--- src/design/if_pkg.sv ---
// --------------------------------------
// Shared types and constants of the instruction fetch stage.
// Imported by every RTL module of the fetch path.
// --------------------------------------
package if_pkg;

        typedef logic [31:0] addr_t;
        typedef logic [31:0] instr_t;

        // Upper bits of mtvec, the low eight bits are always zero
        typedef logic [23:0] trap_base_t;
        typedef logic [4:0]  exc_cause_t;

        // Redirect sources
        typedef enum logic [2:0] {
                PC_BOOT      = 3'd0,
                PC_JUMP      = 3'd1,
                PC_BRANCH    = 3'd2,
                PC_EXCEPTION = 3'd3,
                PC_MRET      = 3'd4
        } pc_mux_e;

        typedef enum logic {
                EXC_PC_EXCEPTION = 1'b0,
                EXC_PC_IRQ       = 1'b1
        } exc_pc_mux_e;

        // One fetched word with the address it came from
        typedef struct packed {
                addr_t  addr;
                instr_t rdata;
        } fetch_entry_t;

        // --------------------------------------
        // Buffer sizing
        // --------------------------------------
        localparam int FIFO_DEPTH      = 2;
        localparam int MAX_OUTSTANDING = 2;
        localparam int CNT_W           = 2;

endpackage

--- src/design/pc_select.sv ---
// --------------------------------------
// Next fetch address selection on a redirect.
// Combinational, valid in the pc_set_i cycle.
// --------------------------------------
module pc_select
        import if_pkg::*;
(
        input  logic            pc_set_i,
        input  pc_mux_e         pc_mux_i,
        input  exc_pc_mux_e     exc_pc_mux_i,
        input  addr_t           boot_addr_i,
        input  addr_t           jump_target_id_i,
        input  addr_t           jump_target_ex_i,
        input  addr_t           mepc_i,
        input  trap_base_t      m_trap_base_addr_i,
        input  exc_cause_t      m_exc_vec_pc_mux_i,
        output addr_t           branch_addr_o,
        output logic            csr_mtvec_init_o
);
        addr_t  trap_addr;
        addr_t  target;

        // Vectored mode only for interrupts, base + 4 * cause
        always_comb begin
                if (exc_pc_mux_i == EXC_PC_IRQ) begin
                        trap_addr = {m_trap_base_addr_i, 1'b0, m_exc_vec_pc_mux_i, 2'b00};
                end else begin
                        trap_addr = {m_trap_base_addr_i, 8'h00};
                end
        end

        always_comb begin
                case (pc_mux_i)
                        PC_BOOT:      target = boot_addr_i;
                        PC_JUMP:      target = jump_target_id_i;
                        PC_BRANCH:    target = jump_target_ex_i;
                        PC_EXCEPTION: target = trap_addr;
                        PC_MRET:      target = mepc_i;
                        default:      target = boot_addr_i;
                endcase
        end

        // Fetches are word-aligned
        assign branch_addr_o = {target[31:2], 2'b00};

        // CSR unit loads its trap base on the boot redirect
        assign csr_mtvec_init_o = pc_set_i && (pc_mux_i == PC_BOOT);

endmodule

--- src/design/fetch_fifo.sv ---
// --------------------------------------
// Small FIFO of fetched address/word pairs.
// Flush empties it in one cycle and wins over a push.
// --------------------------------------
module fetch_fifo
        import if_pkg::*;
(
        input  logic                    clk,
        input  logic                    reset_i,
        input  logic                    flush_i,
        input  logic                    push_i,
        input  fetch_entry_t            push_entry_i,
        input  logic                    pop_i,
        output logic                    valid_o,
        output fetch_entry_t            entry_o,
        output logic [CNT_W-1:0]        count_o
);
        fetch_entry_t                           mem_q [FIFO_DEPTH];
        logic [$clog2(FIFO_DEPTH)-1:0]          wr_ptr_q;
        logic [$clog2(FIFO_DEPTH)-1:0]          rd_ptr_q;
        logic [CNT_W-1:0]                       count_q;
        logic                                   full;
        logic                                   do_push;
        logic                                   do_pop;

        assign full    = (count_q == CNT_W'(FIFO_DEPTH));
        assign do_pop  = pop_i && valid_o;
        assign do_push = push_i && (!full || do_pop);

        assign valid_o = (count_q != '0);
        assign entry_o = mem_q[rd_ptr_q];
        assign count_o = count_q;

        // Pointers wrap at the power-of-two depth
        always_ff @(posedge clk) begin
                if (reset_i || flush_i) begin
                        wr_ptr_q <= '0;
                        rd_ptr_q <= '0;
                        count_q  <= '0;
                end else begin
                        if (do_push) begin
                                wr_ptr_q <= wr_ptr_q + 1'b1;
                        end
                        if (do_pop) begin
                                rd_ptr_q <= rd_ptr_q + 1'b1;
                        end
                        count_q <= count_q + CNT_W'(do_push) - CNT_W'(do_pop);
                end
        end

        always_ff @(posedge clk) begin
                if (do_push) begin
                        mem_q[wr_ptr_q] <= push_entry_i;
                end
        end

endmodule

--- src/design/prefetch_buffer.sv ---
// --------------------------------------
// Issues instruction bus requests and buffers the responses.
// Responses that belong to a stream left by a branch are dropped.
// --------------------------------------
module prefetch_buffer
        import if_pkg::*;
(
        input  logic            clk,
        input  logic            reset_i,
        input  logic            req_i,
        input  logic            branch_i,
        input  addr_t           branch_addr_i,
        input  logic            fetch_ready_i,
        output logic            fetch_valid_o,
        output fetch_entry_t    fetch_entry_o,
        output logic            instr_req_o,
        output addr_t           instr_addr_o,
        input  logic            instr_gnt_i,
        input  logic            instr_rvalid_i,
        input  instr_t          instr_rdata_i,
        output logic            busy_o
);
        addr_t                                  fetch_addr_q;
        addr_t                                  stale_addr_q;
        logic                                   active_q;
        logic                                   pend_q;
        logic                                   stale_q;
        logic [CNT_W-1:0]                       out_cnt_q;
        logic [CNT_W-1:0]                       out_cnt_d;
        logic [CNT_W-1:0]                       disc_cnt_q;
        logic [CNT_W-1:0]                       live_cnt;
        logic [CNT_W-1:0]                       fifo_count;
        logic [CNT_W:0]                         fill;
        addr_t                                  aq_q [MAX_OUTSTANDING];
        logic [$clog2(MAX_OUTSTANDING)-1:0]     aq_wr_q;
        logic [$clog2(MAX_OUTSTANDING)-1:0]     aq_rd_q;
        logic                                   start_ok;
        logic                                   gnt_ev;
        logic                                   drop;
        logic                                   push;
        fetch_entry_t                           push_entry;

        // --------------------------------------
        // Request side
        // --------------------------------------
        // Only responses that will reach the FIFO count against its space
        assign live_cnt = out_cnt_q - disc_cnt_q;
        assign fill     = {1'b0, fifo_count} + {1'b0, live_cnt};
        assign start_ok = active_q && req_i && !branch_i &&
                          (out_cnt_q < CNT_W'(MAX_OUTSTANDING)) &&
                          (fill < (CNT_W+1)'(FIFO_DEPTH));

        // An ungranted request stays on the bus, even across a branch
        assign instr_req_o  = pend_q || start_ok;
        assign instr_addr_o = stale_q ? stale_addr_q : fetch_addr_q;
        assign gnt_ev       = instr_req_o && instr_gnt_i;

        // --------------------------------------
        // Response side
        // --------------------------------------
        assign out_cnt_d  = out_cnt_q + CNT_W'(gnt_ev) - CNT_W'(instr_rvalid_i);
        assign drop       = instr_rvalid_i && (disc_cnt_q != '0);
        assign push       = instr_rvalid_i && !drop;
        assign push_entry = '{addr: aq_q[aq_rd_q], rdata: instr_rdata_i};

        assign busy_o = pend_q || (out_cnt_q != '0) || fetch_valid_o;

        always_ff @(posedge clk) begin
                if (reset_i) begin
                        active_q     <= 1'b0;
                        pend_q       <= 1'b0;
                        stale_q      <= 1'b0;
                        fetch_addr_q <= '0;
                        out_cnt_q    <= '0;
                        disc_cnt_q   <= '0;
                        aq_wr_q      <= '0;
                        aq_rd_q      <= '0;
                end else begin
                        pend_q    <= instr_req_o && !instr_gnt_i;
                        out_cnt_q <= out_cnt_d;
                        if (branch_i) begin
                                // Everything still in flight is from the old stream
                                active_q     <= 1'b1;
                                fetch_addr_q <= branch_addr_i;
                                disc_cnt_q   <= out_cnt_d;
                        end else begin
                                if (gnt_ev && !stale_q) begin
                                        fetch_addr_q <= fetch_addr_q + 32'd4;
                                end
                                disc_cnt_q <= disc_cnt_q + CNT_W'(gnt_ev && stale_q)
                                              - CNT_W'(drop);
                        end
                        if (gnt_ev) begin
                                stale_q <= 1'b0;
                        end else if (branch_i && instr_req_o) begin
                                stale_q <= 1'b1;
                        end
                        if (gnt_ev) begin
                                aq_wr_q <= aq_wr_q + 1'b1;
                        end
                        if (instr_rvalid_i) begin
                                aq_rd_q <= aq_rd_q + 1'b1;
                        end
                end
        end

        // Address of a held request and addresses of granted ones
        always_ff @(posedge clk) begin
                if (branch_i && instr_req_o && !gnt_ev) begin
                        stale_addr_q <= instr_addr_o;
                end
                if (gnt_ev) begin
                        aq_q[aq_wr_q] <= instr_addr_o;
                end
        end

        fetch_fifo u_fetch_fifo (
                .clk            (clk),
                .reset_i        (reset_i),
                .flush_i        (branch_i),
                .push_i         (push),
                .push_entry_i   (push_entry),
                .pop_i          (fetch_ready_i),
                .valid_o        (fetch_valid_o),
                .entry_o        (fetch_entry_o),
                .count_o        (fifo_count)
        );

endmodule

--- src/design/if_id_register.sv ---
// --------------------------------------
// IF/ID pipeline register toward decode.
// Holds while decode stalls, cleared by a branch.
// --------------------------------------
module if_id_register
        import if_pkg::*;
(
        input  logic            clk,
        input  logic            reset_i,
        input  logic            branch_i,
        input  logic            fetch_valid_i,
        input  fetch_entry_t    fetch_entry_i,
        output logic            fetch_ready_o,
        input  logic            id_ready_i,
        output logic            instr_valid_id_o,
        output instr_t          instr_rdata_id_o,
        output addr_t           pc_id_o
);
        logic   valid_q;
        instr_t rdata_q;
        addr_t  pc_q;
        logic   load;

        // Free when empty or when decode takes the current word
        assign fetch_ready_o = !valid_q || id_ready_i;
        assign load          = fetch_valid_i && fetch_ready_o && !branch_i;

        always_ff @(posedge clk) begin
                if (reset_i) begin
                        valid_q <= 1'b0;
                end else if (branch_i) begin
                        valid_q <= 1'b0;
                end else if (fetch_ready_o) begin
                        valid_q <= fetch_valid_i;
                end
        end

        always_ff @(posedge clk) begin
                if (load) begin
                        rdata_q <= fetch_entry_i.rdata;
                        pc_q    <= fetch_entry_i.addr;
                end
        end

        assign instr_valid_id_o = valid_q;
        assign instr_rdata_id_o = rdata_q;
        assign pc_id_o          = pc_q;

endmodule

--- src/design/if_stage.sv ---
// --------------------------------------
// Instruction fetch stage top level.
// Redirect selection, prefetch buffer and IF/ID register.
// --------------------------------------
module if_stage
        import if_pkg::*;
(
        input  logic            clk,
        input  logic            reset_i,
        input  logic            req_i,

        // Redirect from the controller
        input  logic            pc_set_i,
        input  pc_mux_e         pc_mux_i,
        input  exc_pc_mux_e     exc_pc_mux_i,
        input  addr_t           boot_addr_i,
        input  addr_t           jump_target_id_i,
        input  addr_t           jump_target_ex_i,
        input  addr_t           mepc_i,
        input  trap_base_t      m_trap_base_addr_i,
        input  exc_cause_t      m_exc_vec_pc_mux_i,

        // Instruction bus
        output logic            instr_req_o,
        output addr_t           instr_addr_o,
        input  logic            instr_gnt_i,
        input  logic            instr_rvalid_i,
        input  instr_t          instr_rdata_i,

        // Decode side
        input  logic            id_ready_i,
        output logic            instr_valid_id_o,
        output instr_t          instr_rdata_id_o,
        output addr_t           pc_id_o,

        output logic            csr_mtvec_init_o,
        output logic            if_busy_o
);
        addr_t          branch_addr;
        logic           fetch_valid;
        logic           fetch_ready;
        fetch_entry_t   fetch_entry;

        pc_select u_pc_select (
                .pc_set_i               (pc_set_i),
                .pc_mux_i               (pc_mux_i),
                .exc_pc_mux_i           (exc_pc_mux_i),
                .boot_addr_i            (boot_addr_i),
                .jump_target_id_i       (jump_target_id_i),
                .jump_target_ex_i       (jump_target_ex_i),
                .mepc_i                 (mepc_i),
                .m_trap_base_addr_i     (m_trap_base_addr_i),
                .m_exc_vec_pc_mux_i     (m_exc_vec_pc_mux_i),
                .branch_addr_o          (branch_addr),
                .csr_mtvec_init_o       (csr_mtvec_init_o)
        );

        prefetch_buffer u_prefetch_buffer (
                .clk                    (clk),
                .reset_i                (reset_i),
                .req_i                  (req_i),
                .branch_i               (pc_set_i),
                .branch_addr_i          (branch_addr),
                .fetch_ready_i          (fetch_ready),
                .fetch_valid_o          (fetch_valid),
                .fetch_entry_o          (fetch_entry),
                .instr_req_o            (instr_req_o),
                .instr_addr_o           (instr_addr_o),
                .instr_gnt_i            (instr_gnt_i),
                .instr_rvalid_i         (instr_rvalid_i),
                .instr_rdata_i          (instr_rdata_i),
                .busy_o                 (if_busy_o)
        );

        if_id_register u_if_id_register (
                .clk                    (clk),
                .reset_i                (reset_i),
                .branch_i               (pc_set_i),
                .fetch_valid_i          (fetch_valid),
                .fetch_entry_i          (fetch_entry),
                .fetch_ready_o          (fetch_ready),
                .id_ready_i             (id_ready_i),
                .instr_valid_id_o       (instr_valid_id_o),
                .instr_rdata_id_o       (instr_rdata_id_o),
                .pc_id_o                (pc_id_o)
        );

endmodule

--- config.mk ---
export PLATFORM = sky130hd
export DESIGN_NAME = if_stage
export DESIGN_NICKNAME = d
export VERILOG_FILES = /design/src/design/if_pkg.sv /design/src/design/pc_select.sv /design/src/design/fetch_fifo.sv /design/src/design/prefetch_buffer.sv /design/src/design/if_id_register.sv /design/src/design/if_stage.sv
export SDC_FILE = /design/constraint.sdc
export NUM_CORES = 1
export LEC_CHECK = 0
export BUFFER_PORTS_ARGS = -buffer_cell sky130_fd_sc_hd__clkbuf_2
export CAP_MARGIN = 20
export CELL_PAD_IN_SITES_DETAIL_PLACEMENT = 1
export CELL_PAD_IN_SITES_GLOBAL_PLACEMENT = 2
export CORE_MARGIN = 2
export CORE_UTILIZATION = 41
export DETAILED_ROUTE_END_ITERATION = 8
export PLACE_DENSITY = 0.95
export SLEW_MARGIN = 20
export SYNTH_ARGS = -nofsm -noshare
export SYNTH_HDL_FRONTEND = slang
export SYNTH_SLANG_ARGS = --single-unit
--- constraint.sdc ---
create_clock -name clk -period 15.4 [get_ports clk]
set_input_delay 2.31 -clock clk [delete_from_list [all_inputs] [get_ports clk]]
set_output_delay 2.31 -clock clk [all_outputs]
set_load 0.01 [all_outputs]
==> impl_results.md, run 1 <==
- Post-CTS setup buffer count: 0
- Met1 wire length: around 15000 um
- Main synth FF type: edfxtp_1
- CTS Buf Count: 34
- WL final: around 36000 um
- Syn avg cell area: around 15 sq um
- Die area: 35400 sq um
- Max VDD drop: 0.0702 mV
- Fill cell count: roughly 3400
- Area contributors post-synth: edfxtp_1, mux2_1, dfxtp_1, mux2_2, mux4_2
- Reg2reg start: u_prefetch_buffer.out_cnt_q[0]$_SDFF_PP0_
- Initial antenna violation count: 1
- Max clock buf depth: 3
- CTS Sinks: roughly 330
- Later-pin clock latency in the skew report: 520 ps
- Gr ovfl total: 0
- Cells along the critical path: clkbuf_2 -> and4b_1 -> a31oi_1 -> inv_1 -> clkbuf_2
- Max_slew headroom: between 30% and 40%
- Post-Syn Nets: approximately 1100
- Final Util: about half
- Flop2flop setup slack: 11730 ps
- Post-synth top area cell: edfxtp_1
- Status: finished, final reports clean
- Final Cycle Share: about two fifths
- CP startpoint kind: input port
- Die height: between 150 and 200 um
- Initial DRC Count: about 400
- RSZ-0062 raised after global routing: false
- Multi-input logic area: 4120 sq um
- Leakage: 6.27 nW
- Global-route wire length before repair: around 55000 um
- Seq. cell area: 9550 sq um
- Seq/Total Area, Yosys: between 60% and 70%
- Hold_buf cts: 0
- Remaining DRCs: 0
- Starting Density: between 40% and 50%
- Crit path time final: between 5000 and 6000 ps
- Worst setup path end: instr_req_o
- EDFF count, synth: roughly 290
- Max Slew Vio Count: 0
- Drt pass-1 iters: 4
- Clock slew at reported path FFs: about 60 ps
- Delay-heaviest family, CP: buffers and inverters
- Fraction of registers with async set/reset: 0%
- FP Rows: 67
- Max Fanout on Critical Path: 21
- Vias: about 8800
- Tightest Pin Transition: ~1000 ps
- Met3 WL post-DR: roughly 2100 um
- P&R area growth vs syn: 21.8%
- WL met2: ~18000 um
- Io pins: 300
- Overall Global Routing Usage: between 20% and 30%
- Final Setup Violations: 0
- Htree depth: 2
- Largest net degree at the start of global routing: 66
- Hold Crit Class: flip-flop to flip-flop
- # port buffers: between 200 and 300
- Post-DRT Antenna Nets: 0
- Critical-path top delay cell: clkbuf_2
- Core area: about 33000 sq um
- Post-synthesis cell count: 911
- Via-to-Cell Ratio: roughly 5.3
- DIE WIDTH: 188 um
- CP Depth: 5
- Share of cells above drive strength 1: around 34%
- Crit. End Element: primary output
- Post_cts resized: 0
- Root Buffer: clkbuf_16
- Most frequent cell on the critical path: clkbuf_2
- Synth Cell Area: around 14000 sq um
- Setup crit start: pc_set_i
- RR Endpoint: u_prefetch_buffer.aq_q[0][12]$_DFFE_PP_
- Setup TNS: 0 ps
- Syn. warnings: 0
- Maxcap violations: 0
- Placer Congestion: about 0.83
- Max Clk Rate: between 150 and 200 MHz
- Synth cell types: 59
- Synth top area share: 62.2%
- #FFs+latches synth: between 300 and 400
- CP Data Required Time: 13090 ps
- Max Used Layer: met5
- DR WL/cell: ~22 um
- Detailed placement HPWL: about 26000 um
- Power per cell area: between 100 and 150 nW/um^2
- Worst Path Buf+Inv: 3
- Critical path type: input port to primary output
- Worst reg2reg path depth: 9
- Hold Vio Cnt, Final: 0
- Worst Skew: 20.4 ps
- Ant diodes: 0
- Layout Nets: between 1000 and 1500
- CTS tree: done
- WP data arrival: between 3000 and 4000 ps
- Vias in the first global route: 9439
- Max stage delay on crit path: roughly 420 ps
[per-layer routing]
metal / global-route usage, % / vias up
met1: 25.1 / 4330
met5: 0 / -
met4: 6.18 / 2
met3: 3.95 / 58
li1: - / 4076
met2: 35.7 / 346
[worst min-delay path: cells and delay by family (launching register included)]
kind	cells	cell delay, ps
simple gates	2	130
flops	1	320
[flip-flops by register name, indices dropped and copies added (netlist names), named ones only]
register                                 cells
u_prefetch_buffer.active_q                   1
u_if_id_register.instr_rdata_id_o           32
u_prefetch_buffer.u_fetch_fifo.wr_ptr_q      1
u_prefetch_buffer.u_fetch_fifo.mem_q       128
u_if_id_register.instr_valid_id_o            1
u_prefetch_buffer.out_cnt_q                  2
u_prefetch_buffer.aq_q                      64
u_prefetch_buffer.pend_q                     1
u_prefetch_buffer.stale_addr_q              32
u_prefetch_buffer.aq_wr_q                    1
u_prefetch_buffer.stale_q                    1
u_prefetch_buffer.aq_rd_q                    1
u_prefetch_buffer.disc_cnt_q                 2
u_prefetch_buffer.u_fetch_fifo.rd_ptr_q      1
u_if_id_register.pc_id_o                    32
u_prefetch_buffer.u_fetch_fifo.count_o       2
u_prefetch_buffer.fetch_addr_q              30
[layout by cell type, fill, tap and decap left out, types with 24 or more instances in the layout]
cell type / netlist / routed
clkbuf_2: 0 / 291
edfxtp_1: 288 / 288
mux2_1: 92 / 92
dfxtp_1: 45 / 43
a21oi_1: 33 / 33
mux2_2: 34 / 34
clkbuf_16: 0 / 35
o21ai_1: 24 / 24
nor2_1: 38 / 35
nand2_1: 32 / 32
[power breakdown]
part | internal (mW) | switching (mW) | total, mW
clock | 0.479 | 0.330 | 0.809
sequential | 1.05 | 0.0310 | 1.09
combinational | 0.0953 | 0.134 | 0.229
total | 1.63 | 0.495 | 2.12
[how the worst min path moves through the flow]
| stage | slack, ps | endpoint | from | cells past startpoint |
|---|---|---|---|---|
| finish | 480 | u_prefetch_buffer.active_q$_SDFFE_PP0P_ | u_prefetch_buffer.active_q$_SDFFE_PP0P_ | 2 |
| global route | 520 | u_prefetch_buffer.active_q$_SDFFE_PP0P_ | u_prefetch_buffer.active_q$_SDFFE_PP0P_ | 2 |
| CTS | 480 | u_prefetch_buffer.active_q$_SDFFE_PP0P_ | u_prefetch_buffer.active_q$_SDFFE_PP0P_ | 2 |
| detailed placement | 460 | u_prefetch_buffer.active_q$_SDFFE_PP0P_ | u_prefetch_buffer.active_q$_SDFFE_PP0P_ | 2 |
| global placement | 450 | u_prefetch_buffer.active_q$_SDFFE_PP0P_ | u_prefetch_buffer.active_q$_SDFFE_PP0P_ | 2 |
| floorplan | 430 | u_prefetch_buffer.active_q$_SDFFE_PP0P_ | u_prefetch_buffer.active_q$_SDFFE_PP0P_ | 2 |
[metrics by stage]
step           power [mW]  worst slack (ps)  instance area (sq um)  instances  hold slack (ps)
3_3_place_gp         1.32              9510                  15800       1608              448
2_1_floorplan        1.23              7700                  13900        911              433
3_5_place_dp         1.33              9520                  15800       1608              464
5_1_grt              2.21              9450                  16900       1668              517
4_1_cts              2.15              9530                  16900       1668              484
6_report             2.12              9530                  16900       1668              481
[Yosys cell counts, types with 2 or more instances]
cell      count
o22a_1        8
mux4_2       12
and3_1        5
a211oi_1      7
o221ai_1      5
o21ai_1      24
nor2b_1      12
mux2_1       92
o22ai_1      17
o211ai_1      2
clkbuf_1     33
nor2_1       38
nand2b_1     12
inv_1        12
nor3b_1       2
nand4_1      13
nand2_1      32
xor2_1       18
and4_1        4
dfxtp_1      45
o311ai_1      2
edfxtp_1    288
mux2i_1      19
or2_1         2
xnor2_1      19
a22o_1        2
ha_1          7
nand3_1      19
a31oi_1       3
nor3_1       17
or4_1         2
mux2_2       34
buf_1         8
o21bai_1      2
and2_1        5
a21oi_1      33
inv_2         3
buf_2        11
o21ai_0      18
a21o_1        3
nor4_2        2
nor4_1        2
[area by class of cell]
type / count / area share [%]
sequential: 333 / 56.4
inverter: 15 / 0.333
timing repair buffer: 301 / 9.05
clock inverter: 16 / 1.03
clock buffer: 44 / 5.49
tap: 448 / 3.31
multi-input combinational: 511 / 24.4
[logic make-up after synthesis]
group                    count (synthesis)  synth area share, %
XOR/XNOR                                37                 2.33
AND/OR/NAND/NOR                        174                 6.81
adder cells (fa/ha/maj)                  8                0.774
flip-flops                             333                 68.7
buffers and inverters                   67                 1.91
multiplexers                           157                 13.5
AO/OA/AOI/OAI                          135                 5.98
No activity file was read; power rests on OpenSTA's default activity.
==> run 2, diff against run 1 <==
--- a/config.mk
+++ b/config.mk
@@ -10,9 +10,9 @@
 export CELL_PAD_IN_SITES_DETAIL_PLACEMENT = 1
 export CELL_PAD_IN_SITES_GLOBAL_PLACEMENT = 2
 export CORE_MARGIN = 2
-export CORE_UTILIZATION = 41
+export CORE_UTILIZATION = 38
 export DETAILED_ROUTE_END_ITERATION = 8
-export PLACE_DENSITY = 0.95
+export PLACE_DENSITY = 0.9
 export SLEW_MARGIN = 20
 export SYNTH_ARGS = -nofsm -noshare
 export SYNTH_HDL_FRONTEND = slang
==> constraint.sdc (replaced) <==
create_clock -name clk -period 5.6 [get_ports clk]
set_input_delay 0.84 -clock clk [delete_from_list [all_inputs] [get_ports clk]]
set_output_delay 0.84 -clock clk [all_outputs]
set_load 0.01 [all_outputs]
==> impl_results.md, run 2 (same netlist as run 1, synthesis figures left out) <==
- Placer Congestion: 0.796
- WL final: about 36000 um
- Max Fanout on Critical Path: 32
- Initial DRC Count: 406
- Layout Nets: 1406
- Hold Vio Cnt, Final: 0
- Vias in the first global route: around 9400
- Hold Worst Slack: approximately 510 ps
- Crit. End Element: flip-flop
- Via-to-Cell Ratio: 5.17
- Final Setup Violations: 0
- Die height: a little under 200 um
- Vias: a little under 9000
- Post-CTS setup buffer count: 0
- Max Slew Vio Count: 0
- Hold Crit Class: flip-flop to flip-flop
- Core area: between 30000 and 40000 sq um
- Top reg by flops: u_prefetch_buffer.u_fetch_fifo.mem_q
- Max Clk Rate: about 290 MHz
- Global-route wire length before repair: approximately 56000 um
- Biggest regs: u_prefetch_buffer.u_fetch_fifo.mem_q (128), u_prefetch_buffer.aq_q (64)
- CTS Sinks: around 330
- Htree depth: 2
- Maxcap violations: 0
- Later-pin clock latency in the skew report: slightly above 500 ps
- Final Util: 47.0%
- Die area: 38100 sq um
- Max reg flops: approximately 130
- Hold_buf cts: 0
- Max clock buf depth: 3
- WP data arrival: 3570 ps
- Fin cells: ~1700
- Max VDD drop: 0.191 mV
- Final Cycle Share: around 62%
- # port buffers: approximately 290
- Clock slew at reported path FFs: ~60 ps
- Crit path time final: 3450 ps
- Most frequent cells in the layout: clkbuf_2, edfxtp_1, mux2_1, dfxtp_1, clkbuf_16
- Gr ovfl total: 0
- Starting Density: a little under two fifths
- Root Buffer: clkbuf_16
- Largest net degree at the start of global routing: 66
- CTS tree: done
- Tightest Pin Transition: between 1000 and 1500 ps
- CP Data Required Time: around 5700 ps
- Power per cell area: between 300 and 400 nW/um^2
- Status: finished, final reports clean
- Remaining DRCs: 0
- Overall Global Routing Usage: 18.9%
- Leakage: 6.34 nW
- Io pins: 300
- Setup TNS: 0 ps
- CTS Buf Count: 35
- Detailed placement HPWL: ~26000 um
- Critical path type: flip-flop to flip-flop
- DR WL/cell: 21.4 um
- FP Rows: 70
- Initial antenna violation count: 4
- Post-DRT Antenna Nets: 0
- Max_slew headroom: 27.9%
- Worst Skew: around 12 ps
- Drt pass-1 iters: 4
- Post_cts resized: 0
- P&R area growth vs syn: 22.9%
- Dpl cells: ~1600
- Share of cells above drive strength 1: between 30% and 40%
- DIE WIDTH: between 150 and 200 um
- RSZ-0062 raised after global routing: false
- CP startpoint kind: flip-flop
- Most common cell after layout, fill and taps aside: clkbuf_2
[run 2: cell types whose count changed in the layout (fill, tap and decap cells not counted), moves of 2 or more]
| cell | previous run | this run |
|---|---|---|
| clkinv_2 | 5 | 11 |
| bufinv_16 | 3 | 7 |
| clkbuf_1 | 7 | 3 |
| diode_2 | 0 | 4 |
| clkinv_1 | 5 | 2 |
| clkbuf_8 | 2 | 0 |
[run 2: per-layer routing]
layer  track usage, %  vias to the layer above  routed length, um
met1             23.6                     4319              15200
met2             32.9                      298              17900
met5                0                        -                  0
met3             3.73                       63               1970
met4             6.47                        0               1120
li1                 -                     4081                  -
[run 2: final timing paths]
path	from	end	slack (ps)	cells past startpoint
setup / recovery	u_prefetch_buffer.out_cnt_q[0]$_SDFF_PP0_	u_prefetch_buffer.aq_q[0][15]$_DFFE_PP_	2150	9
hold / removal	u_prefetch_buffer.active_q$_SDFFE_PP0P_	u_prefetch_buffer.active_q$_SDFFE_PP0P_	510	2
setup reg to reg	u_prefetch_buffer.out_cnt_q[0]$_SDFF_PP0_	u_prefetch_buffer.aq_q[0][15]$_DFFE_PP_	2150	9
hold reg to reg	u_prefetch_buffer.active_q$_SDFFE_PP0P_	u_prefetch_buffer.active_q$_SDFFE_PP0P_	510	2
[run 2: area by class of cell]
type	count	area [sq um]
Antenna cell	4	10.0
Clock buffer	39	912
Timing Repair Buffer	302	1540
Multi-Input combinational cell	511	4130
Fill cell	3726	19300
Inverter	15	56.3
Sequential cell	333	9550
Clock inverter	23	305
Tap cell	468	586
[run 2: where the power goes]
group / switching, mW / internal (mW)
Combinational: 0.364 / 0.261
Sequential: 0.0836 / 2.90
Clock: 0.943 / 1.50
[run 2: metrics by stage]
| stage | total power [mW] | worst slack (ps) | area (sq um) |
|---|---|---|---|
| 6_report | 6.05 | 2150 | 17100 |
| 5_1_grt | 6.29 | 1850 | 17100 |
| 4_1_cts | 6.14 | 2060 | 17100 |
| 3_5_place_dp | 3.67 | 2070 | 15900 |
| 3_3_place_gp | 3.63 | 2110 | 15900 |
| 2_1_floorplan | 3.39 | 1300 | 13900 |
[run 2: worst max-delay path, stage by stage, from the launching register on]
cell and delay (ps):
dfxtp_1 330, inv_1 60, ha_1 190, xnor2_1 130, xnor2_1 140, fa_1 500, and4b_1 240, a31oi_1 140
nor2b_1 380, nor2b_4 920
